--- config.mk ---
export PLATFORM = sky130hd
export DESIGN_NAME = apb_subsys_top
export DESIGN_NICKNAME = d
export VERILOG_FILES = /design/src/verilog/apb_sub_pkg.sv /design/src/verilog/apb_cmd_stage.sv /design/src/verilog/apb_completer_regs.sv /design/src/verilog/apb_requester.sv /design/src/verilog/apb_rsp_stage.sv /design/src/verilog/apb_subsys_top.sv
export VERILOG_INCLUDE_DIRS = /design/src /design/src/verilog
export SDC_FILE = /design/constraint.sdc
export NUM_CORES = 1
export LEC_CHECK = 0
export ABC_AREA = 1
export BUFFER_PORTS_ARGS = -buffer_cell sky130_fd_sc_hd__buf_2
export CAP_MARGIN = 20
export CORE_MARGIN = 3
export CORE_UTILIZATION = 35
export CTS_CLUSTER_SIZE = 16
export DETAILED_ROUTE_END_ITERATION = 16
export HOLD_SLACK_MARGIN = 0.12
export PLACE_DENSITY = 0.6
export SLEW_MARGIN = 20
export SYNTH_ARGS = -nofsm -noshare
export SYNTH_HDL_FRONTEND = slang
export SYNTH_HIERARCHICAL = 1
export SYNTH_SLANG_ARGS = --single-unit
export TNS_END_PERCENT = 1
--- constraint.sdc ---
create_clock -name pclk -period 2.6 [get_ports pclk]
set_input_delay 0.39 -clock pclk [delete_from_list [all_inputs] [get_ports pclk]]
set_output_delay 0.39 -clock pclk [all_outputs]
set_load 0.005 [all_outputs]
--- src/verilog/apb_sub_params.svh ---
// Bus widths, completer count, bank depth and address-map field positions
`ifndef APB_SUB_PARAMS_SVH
`define APB_SUB_PARAMS_SVH

// Bus widths
`define APB_ADDR_W     16
`define APB_DATA_W     32

// Completers on the bus and registers per completer (2**APB_REG_IDX_W)
`define APB_NUM_CPL    2
`define APB_REG_IDX_W  4

// Address map: region selects the completer, guard must be zero
`define APB_REGION_HI  11
`define APB_REGION_LO  8
`define APB_GUARD_HI   7
`define APB_GUARD_LO   6
// Register index starts at the word offset
`define APB_IDX_LO     2

`endif

--- src/verilog/apb_sub_pkg.sv ---
// Package with the command, response and APB bus packed structs
`include "apb_sub_params.svh"

package apb_sub_pkg;

  // Host command as captured by the command stage
  typedef struct packed {
    logic                   write;
    logic [`APB_ADDR_W-1:0] addr;
    logic [`APB_DATA_W-1:0] wdata;
  } apb_cmd_t;

  // Result of one command, mapped or not
  typedef struct packed {
    logic                   write;
    logic [`APB_DATA_W-1:0] rdata;
    logic                   err;
  } apb_rsp_t;

  // Requester to completers, psel kept apart as a one-hot vector
  typedef struct packed {
    logic [`APB_ADDR_W-1:0] paddr;
    logic                   pwrite;
    logic [`APB_DATA_W-1:0] pwdata;
    logic                   penable;
  } apb_bus_t;

  // Completer back to requester
  typedef struct packed {
    logic [`APB_DATA_W-1:0] prdata;
    logic                   pready;
    logic                   pslverr;
  } apb_cpl_t;

endpackage

--- src/verilog/apb_cmd_stage.sv ---
// Command intake stage: four-phase req/ack port and one-entry holding register
`timescale 1ns/100ps
`include "apb_sub_params.svh"

module apb_cmd_stage (
  input  logic                  pclk,
  input  logic                  presetn,
  input  logic                  cmd_req,
  output logic                  cmd_ack,
  input  apb_sub_pkg::apb_cmd_t cmd,
  output logic                  cmd_valid,
  input  logic                  cmd_ready,
  output apb_sub_pkg::apb_cmd_t cmd_out
);

  logic full;
  logic capture;
  logic xfer;

  // New command only once the last handshake has returned to zero
  assign capture = cmd_req && !full && !cmd_ack;
  assign xfer    = cmd_valid && cmd_ready;

  assign cmd_valid = full;

  always_ff @(posedge pclk or negedge presetn) begin
    if (!presetn) begin
      full    <= 1'b0;
      cmd_ack <= 1'b0;
    end else begin
      if (capture) begin
        full    <= 1'b1;
        cmd_ack <= 1'b1;
      end else begin
        // Holding register drains into the requester
        if (xfer) begin
          full <= 1'b0;
        end
        // Source has seen ack and let go of req
        if (cmd_ack && !cmd_req) begin
          cmd_ack <= 1'b0;
        end
      end
    end
  end

  // Payload
  always_ff @(posedge pclk) begin
    if (capture) begin
      cmd_out <= cmd;
    end
  end

endmodule

--- src/verilog/apb_completer_regs.sv ---
// APB completer: register bank, odd-index wait state and offset-guard slave error
`timescale 1ns/100ps
`include "apb_sub_params.svh"

module apb_completer_regs (
  input  logic                  pclk,
  input  logic                  presetn,
  input  logic                  psel,
  input  apb_sub_pkg::apb_bus_t bus,
  output apb_sub_pkg::apb_cpl_t cpl
);

  localparam int NUM_REGS = 1 << `APB_REG_IDX_W;

  logic [`APB_DATA_W-1:0]    regs [NUM_REGS];
  logic [`APB_REG_IDX_W-1:0] idx;
  logic                      guard_err;
  logic                      access;
  logic                      waited;
  logic                      done;

  assign idx       = bus.paddr[`APB_IDX_LO +: `APB_REG_IDX_W];
  assign guard_err = |bus.paddr[`APB_GUARD_HI:`APB_GUARD_LO];
  assign access    = psel && bus.penable;

  // Even index completes in the first ACCESS cycle, odd one a cycle later
  assign done = access && (!idx[0] || waited);

  always_comb begin
    cpl.pready  = done;
    cpl.pslverr = done && guard_err;
    cpl.prdata  = '0;
    // Bad offset or write reads back as zero
    if (done && !bus.pwrite && !guard_err) begin
      cpl.prdata = regs[idx];
    end
  end

  // Marks the wait cycle of an odd-index access
  always_ff @(posedge pclk or negedge presetn) begin
    if (!presetn) begin
      waited <= 1'b0;
    end else begin
      waited <= access && !done;
    end
  end

  always_ff @(posedge pclk or negedge presetn) begin
    if (!presetn) begin
      for (int i = 0; i < NUM_REGS; i++) begin
        regs[i] <= '0;
      end
    end else if (done && bus.pwrite && !guard_err) begin
      regs[idx] <= bus.pwdata;
    end
  end

endmodule

--- src/verilog/apb_requester.sv ---
// APB3 requester: IDLE/SETUP/ACCESS FSM, completer decode and read-data selection
`timescale 1ns/100ps
`include "apb_sub_params.svh"

module apb_requester (
  input  logic                   pclk,
  input  logic                   presetn,
  input  logic                   cmd_valid,
  output logic                   cmd_ready,
  input  apb_sub_pkg::apb_cmd_t  cmd_in,
  output apb_sub_pkg::apb_bus_t  bus,
  output logic [`APB_NUM_CPL-1:0] psel,
  input  apb_sub_pkg::apb_cpl_t  cpl [`APB_NUM_CPL],
  output logic                   rsp_valid,
  input  logic                   rsp_ready,
  output apb_sub_pkg::apb_rsp_t  rsp
);

  import apb_sub_pkg::*;

  localparam int REGION_W = `APB_REGION_HI - `APB_REGION_LO + 1;

  typedef enum logic [1:0] {
    IDLE,
    SETUP,
    ACCESS
  } apb_state_e;

  apb_state_e state;

  logic [REGION_W-1:0]     region;
  logic                    mapped;
  logic [`APB_NUM_CPL-1:0] psel_dec;
  logic                    take;
  logic                    done;
  apb_cpl_t                cpl_sel;

  logic [`APB_ADDR_W-1:0]  paddr_q;
  logic                    pwrite_q;
  logic [`APB_DATA_W-1:0]  pwdata_q;
  logic                    penable_q;

  // Accept only when the response stage is empty and nothing is pending for it
  assign cmd_ready = (state == IDLE) && rsp_ready && !rsp_valid;
  assign take      = cmd_valid && cmd_ready;
  assign done      = (state == ACCESS) && cpl_sel.pready;

  // Region to one-hot select
  always_comb begin
    region   = cmd_in.addr[`APB_REGION_HI:`APB_REGION_LO];
    mapped   = 1'b0;
    psel_dec = '0;
    for (int i = 0; i < `APB_NUM_CPL; i++) begin
      if (int'(region) == i) begin
        psel_dec[i] = 1'b1;
        mapped      = 1'b1;
      end
    end
  end

  // Return path from whichever completer is selected
  always_comb begin
    cpl_sel = '0;
    for (int i = 0; i < `APB_NUM_CPL; i++) begin
      if (psel[i]) begin
        cpl_sel = cpl[i];
      end
    end
  end

  always_comb begin
    bus.paddr   = paddr_q;
    bus.pwrite  = pwrite_q;
    bus.pwdata  = pwdata_q;
    bus.penable = penable_q;
  end

  always_ff @(posedge pclk or negedge presetn) begin
    if (!presetn) begin
      state     <= IDLE;
      psel      <= '0;
      penable_q <= 1'b0;
      rsp_valid <= 1'b0;
    end else begin
      rsp_valid <= 1'b0;
      case (state)
        IDLE: begin
          if (take) begin
            if (mapped) begin
              psel  <= psel_dec;
              state <= SETUP;
            end else begin
              // Unmapped, answer straight away without a bus cycle
              rsp_valid <= 1'b1;
            end
          end
        end
        SETUP: begin
          penable_q <= 1'b1;
          state     <= ACCESS;
        end
        ACCESS: begin
          if (cpl_sel.pready) begin
            psel      <= '0;
            penable_q <= 1'b0;
            rsp_valid <= 1'b1;
            state     <= IDLE;
          end
        end
        default: state <= IDLE;
      endcase
    end
  end

  // Address, data and response payload
  always_ff @(posedge pclk) begin
    if (take) begin
      paddr_q  <= cmd_in.addr;
      pwrite_q <= cmd_in.write;
      pwdata_q <= cmd_in.wdata;
    end
    if (take && !mapped) begin
      rsp.write <= cmd_in.write;
      rsp.rdata <= '0;
      rsp.err   <= 1'b1;
    end else if (done) begin
      rsp.write <= pwrite_q;
      rsp.rdata <= cpl_sel.prdata;
      rsp.err   <= cpl_sel.pslverr;
    end
  end

endmodule

--- src/verilog/apb_rsp_stage.sv ---
// Response stage: one-entry holding register and four-phase req/ack output port
`timescale 1ns/100ps
`include "apb_sub_params.svh"

module apb_rsp_stage (
  input  logic                  pclk,
  input  logic                  presetn,
  input  logic                  rsp_valid,
  output logic                  rsp_ready,
  input  apb_sub_pkg::apb_rsp_t rsp,
  output logic                  rsp_req,
  input  logic                  rsp_ack,
  output apb_sub_pkg::apb_rsp_t rsp_out
);

  typedef enum logic [1:0] {
    EMPTY,
    REQ,
    DRAIN
  } rsp_state_e;

  rsp_state_e state;

  assign rsp_ready = (state == EMPTY);
  assign rsp_req   = (state == REQ);

  always_ff @(posedge pclk or negedge presetn) begin
    if (!presetn) begin
      state <= EMPTY;
    end else begin
      case (state)
        EMPTY: begin
          if (rsp_valid) begin
            state <= REQ;
          end
        end
        // Hold req until the sink acknowledges
        REQ: begin
          if (rsp_ack) begin
            state <= DRAIN;
          end
        end
        // Sink must drop ack before the next response goes out
        DRAIN: begin
          if (!rsp_ack) begin
            state <= EMPTY;
          end
        end
        default: state <= EMPTY;
      endcase
    end
  end

  always_ff @(posedge pclk) begin
    if (rsp_valid && rsp_ready) begin
      rsp_out <= rsp;
    end
  end

endmodule

--- src/verilog/apb_subsys_top.sv ---
// Subsystem top: command stage, APB requester, completers and response stage
`timescale 1ns/100ps
`include "apb_sub_params.svh"

module apb_subsys_top (
  input  logic                  pclk,
  input  logic                  presetn,
  input  logic                  cmd_req,
  output logic                  cmd_ack,
  input  apb_sub_pkg::apb_cmd_t cmd,
  output logic                  rsp_req,
  input  logic                  rsp_ack,
  output apb_sub_pkg::apb_rsp_t rsp_out
);

  import apb_sub_pkg::*;

  // Command stage to requester
  logic     cmd_valid;
  logic     cmd_ready;
  apb_cmd_t cmd_q;

  // APB bus
  apb_bus_t                bus;
  logic [`APB_NUM_CPL-1:0] psel;
  apb_cpl_t                cpl [`APB_NUM_CPL];

  // Requester to response stage
  logic     rsp_valid;
  logic     rsp_ready;
  apb_rsp_t rsp;

  apb_cmd_stage u_cmd_stage (
    .pclk      (pclk),
    .presetn   (presetn),
    .cmd_req   (cmd_req),
    .cmd_ack   (cmd_ack),
    .cmd       (cmd),
    .cmd_valid (cmd_valid),
    .cmd_ready (cmd_ready),
    .cmd_out   (cmd_q)
  );

  apb_requester u_requester (
    .pclk      (pclk),
    .presetn   (presetn),
    .cmd_valid (cmd_valid),
    .cmd_ready (cmd_ready),
    .cmd_in    (cmd_q),
    .bus       (bus),
    .psel      (psel),
    .cpl       (cpl),
    .rsp_valid (rsp_valid),
    .rsp_ready (rsp_ready),
    .rsp       (rsp)
  );

  // One register bank per address region
  for (genvar g = 0; g < `APB_NUM_CPL; g++) begin : g_cpl
    apb_completer_regs u_completer (
      .pclk    (pclk),
      .presetn (presetn),
      .psel    (psel[g]),
      .bus     (bus),
      .cpl     (cpl[g])
    );
  end

  apb_rsp_stage u_rsp_stage (
    .pclk      (pclk),
    .presetn   (presetn),
    .rsp_valid (rsp_valid),
    .rsp_ready (rsp_ready),
    .rsp       (rsp),
    .rsp_req   (rsp_req),
    .rsp_ack   (rsp_ack),
    .rsp_out   (rsp_out)
  );

endmodule
==> results by group <==
Place
  – Area after DPL: between 0.06 and 0.07 mm2
  – Port Buffers: a little over 80
  – Placer Congestion: just over 0.8
  – HPWL Detailed: 105 mm
  – Placed Cells: 9623

Logic synthesis
  – Yosys Warn Count: 6
  – Mapped Cells: 7631
  – Syn nets: 7684
  – Syn Area/Cell: 7.39 um2
  – Post-Syn Area: around 0.056 mm2

Floorplanning
  – CORE AREA: 0.159 mm2
  – Die width: about 410 um
  – Die area: 0.166 mm2
  – I/O pins: 89
  – Starting density of the core: between 30% and 40%
  – Site Rows: 146
  – Die Ht: 407 um

Route
  – Met1 Routed Length: 74.2 mm
  – # DRC: 0
  – Post-route antenna net violation count: 0
  – Highest Signal Layer: met4
  – Initial DRC count: 4116
  – Routed via count: 47200
  – Wire length on met3: about 11 mm
  – WL final: around 170 mm
  – Met2 WL post-DR: 79.8 mm
  – Vias per cell: 4.76
  – Routed length per instance: 17.1 um
  – First-pass iteration count of the detailed router: 6

CTS
  – H-tree depth: 4
  – CTS clk-pin slew, worst paths: around 60 ps
  – CTS tree: yes
  – Max clock buf depth: 3
  – Number of buffers created by CTS: 132
  – Root buf cell: clkbuf_16
  – Postcts setup bufs: 0
  – Clk_lat worst skew: 780 ps
  – Clk sinks: roughly 1200

Timing
  – Worst slew pin tran: 1030 ps
  – Max Fclk: 0.408 GHz
  – Fin. max-slew vios: 0
  – Post-route clock period utilization: 94.2%
  – RSZ-0062 raised after global routing: false
  – Post-layout min period: 2450 ps
  – Clk_skew: 28.6 ps
  – # setup viols final: 0
  – Max_slew headroom: 31.4%
  – Final hold viol count: 0
  – Post-Route Setup TNS: 0 ps

Critical path
  – Worst stage delay on the critical path: 510 ps
  – Crit-path cells: buf_12 > clkinv_8 > buf_4 > nand2_1 > nor2_1 > nand2_2 > buf_4 > o21ai_0
  – CP Capture Type: flip-flop
  – CP Launch Type: flip-flop
  – Kind of critical path: flip-flop to flip-flop
  – Worst path most repeated cell: buf_4
  – Crit Path Max Fanout: 50
  – Critical Path RT: around 3200 ps
  – Arr. time, crit path: 3070 ps
  – Crit-path slowest cell: buf_4

Pwr
  – P_leak: 32.0 nW
  – Pwr per Cell Area: 746 mW/mm2
  – Sequential Power Share: between 40% and 50%
  – Internal cell power: 33.3 mW
  – Combinational group share of total power: ~18%
  – Clk pwr share: between 30% and 40%
  – Psw: 15.5 mW
  – Peak supply drop: between 500 and 600 uV
  – Sw frac: between 30% and 40%

Cells and area
  – Nets@finish: between 7000 and 8000
  – Fin area: between 0.06 and 0.07 mm2
  – Non-Filler Instances: 9905
  – Area Overhead vs Synth: 15.9%
  – Layout cells sized above 1: 7.80%
  – Diode count: 0

Global routing
  – First-pass GRT wire length: 266 mm
  – Number of antenna violations at the first check in global routing: 1
  – Total GRT Usage: 20.4%
  – Largest net degree at the start of global routing: between 100 and 150
  – Grt total ovfl: 0
  – Vias in the first global route: approximately 45000

Hold path
  – Tightest Hold Check Type: primary input to async pin

Status
  – Status: complete, no violations

Job
  – Max Cap Viol: 0
[critical path, delay by kind of cell (launching register included)]
kind | cells | cell delay (ps)
simple gates | 3 | 410
compound gates | 1 | 190
flops | 1 | 370
buf+inv | 4 | 1260
[flip-flops by register name (all words and copies together), names as in the netlist]
signal and flops:
g_cpl.u_completer/regs 1024, g_cpl.u_completer/waited 2, u_cmd_stage/cmd_ack 1, u_cmd_stage/cmd_out 43
u_cmd_stage/cmd_valid 1, u_requester/paddr_q 6, u_requester/penable_q 1, u_requester/psel 2
u_requester/pwdata_q 32, u_requester/pwrite_q 1, u_requester/rsp 34, u_requester/rsp_valid 1
u_requester/state 2, u_rsp_stage/rsp_out 34, u_rsp_stage/state 2
[per-stage QoR]
stage	hold slack (ps)	total power, mW	utilization [%]	setup WS, ps
final	179	48.7	41.0	150
after global routing	194	50.5	41.0	1.43
after CTS	163	49.2	41.0	195
after detailed placement	361	29.6	37.9	212
after global placement	362	29.5	37.9	220
after floorplan	94.4	24.6	-	44.9
[layer usage]
metal / track usage (%) / up-vias
li1: - / 23200
met1: 27.3 / 22300
met2: 33.8 / 1398
met3: 3.36 / 285
met4: 6.27 / 0
met5: 0 / -
[cell usage in the layout, fill, tap and decap left out, types with 2 or more instances in the layout]
master / count
nand2_4: 4
nor3_4: 20
clkinv_1: 4
o21ai_1: 111
nor2_1: 202
buf_12: 88
buf_2: 81
bufinv_16: 10
clkinvlp_4: 4
nand3_2: 3
a21oi_4: 2
dlygate4sd3_1: 46
buf_4: 163
nor3_1: 4
nand3_1: 41
nand2_2: 17
clkbuf_1: 31
inv_4: 2
clkbuf_8: 33
nor2_2: 5
inv_1: 732
dfxtp_1: 33
clkinv_2: 10
o21ai_0: 946
dfrtp_1: 1035
inv_6: 9
inv_2: 4
edfxtp_1: 117
clkinv_8: 3
nor2_4: 5
clkbuf_16: 137
nand2_1: 3850
[power groups by stage]
| stage | sequential, mW | combinational (mW) | clock (mW) |
|---|---|---|---|
| floorplan | 20.3 | 4.31 | 0 |
| global placement | 21.0 | 8.55 | 0 |
| detailed placement | 21.0 | 8.58 | 0 |
| CTS | 20.6 | 8.65 | 19.9 |
| global route | 20.7 | 9.18 | 20.6 |
| finish | 20.6 | 8.67 | 19.4 |
[layout make-up]
class | count | area (um2)
clock buffers | 201 | 4000
clock inverters | 35 | 503
fillers | 16200 | 93900
inverters | 746 | 2830
multi-input cells | 5212 | 21400
flip-flops and latches | 1186 | 30100
well taps | 2146 | 2690
repair buffers | 379 | 3870
[worst paths after layout]
path / start / end / slack [ps] / cells past startpoint
max in group asynchronous: presetn / g_cpl[1].u_completer/regs[285] / 1310 / 3
worst min register to register: u_cmd_stage/cmd_out[6] / u_requester/pwdata_q[6] / 410 / 0
min in group pclk: cmd[30] / u_cmd_stage/cmd_out[30] / 320 / 2
worst max register to register: u_requester/paddr_q[2] / g_cpl[0].u_completer/regs[182] / 150 / 8
worst min-delay path: presetn / g_cpl[0].u_completer/regs[195] / 180 / 2
worst max-delay path: u_requester/paddr_q[2] / g_cpl[0].u_completer/regs[182] / 150 / 8
[timing repair]
action                                  4_1_cts  5_1_grt
endpoints found under the setup margin        0        1
endpoints found under the hold margin       642        0
gates resized for setup                       0        2
hold buffers                                 46        0
(Power assumes the default switching activity.)
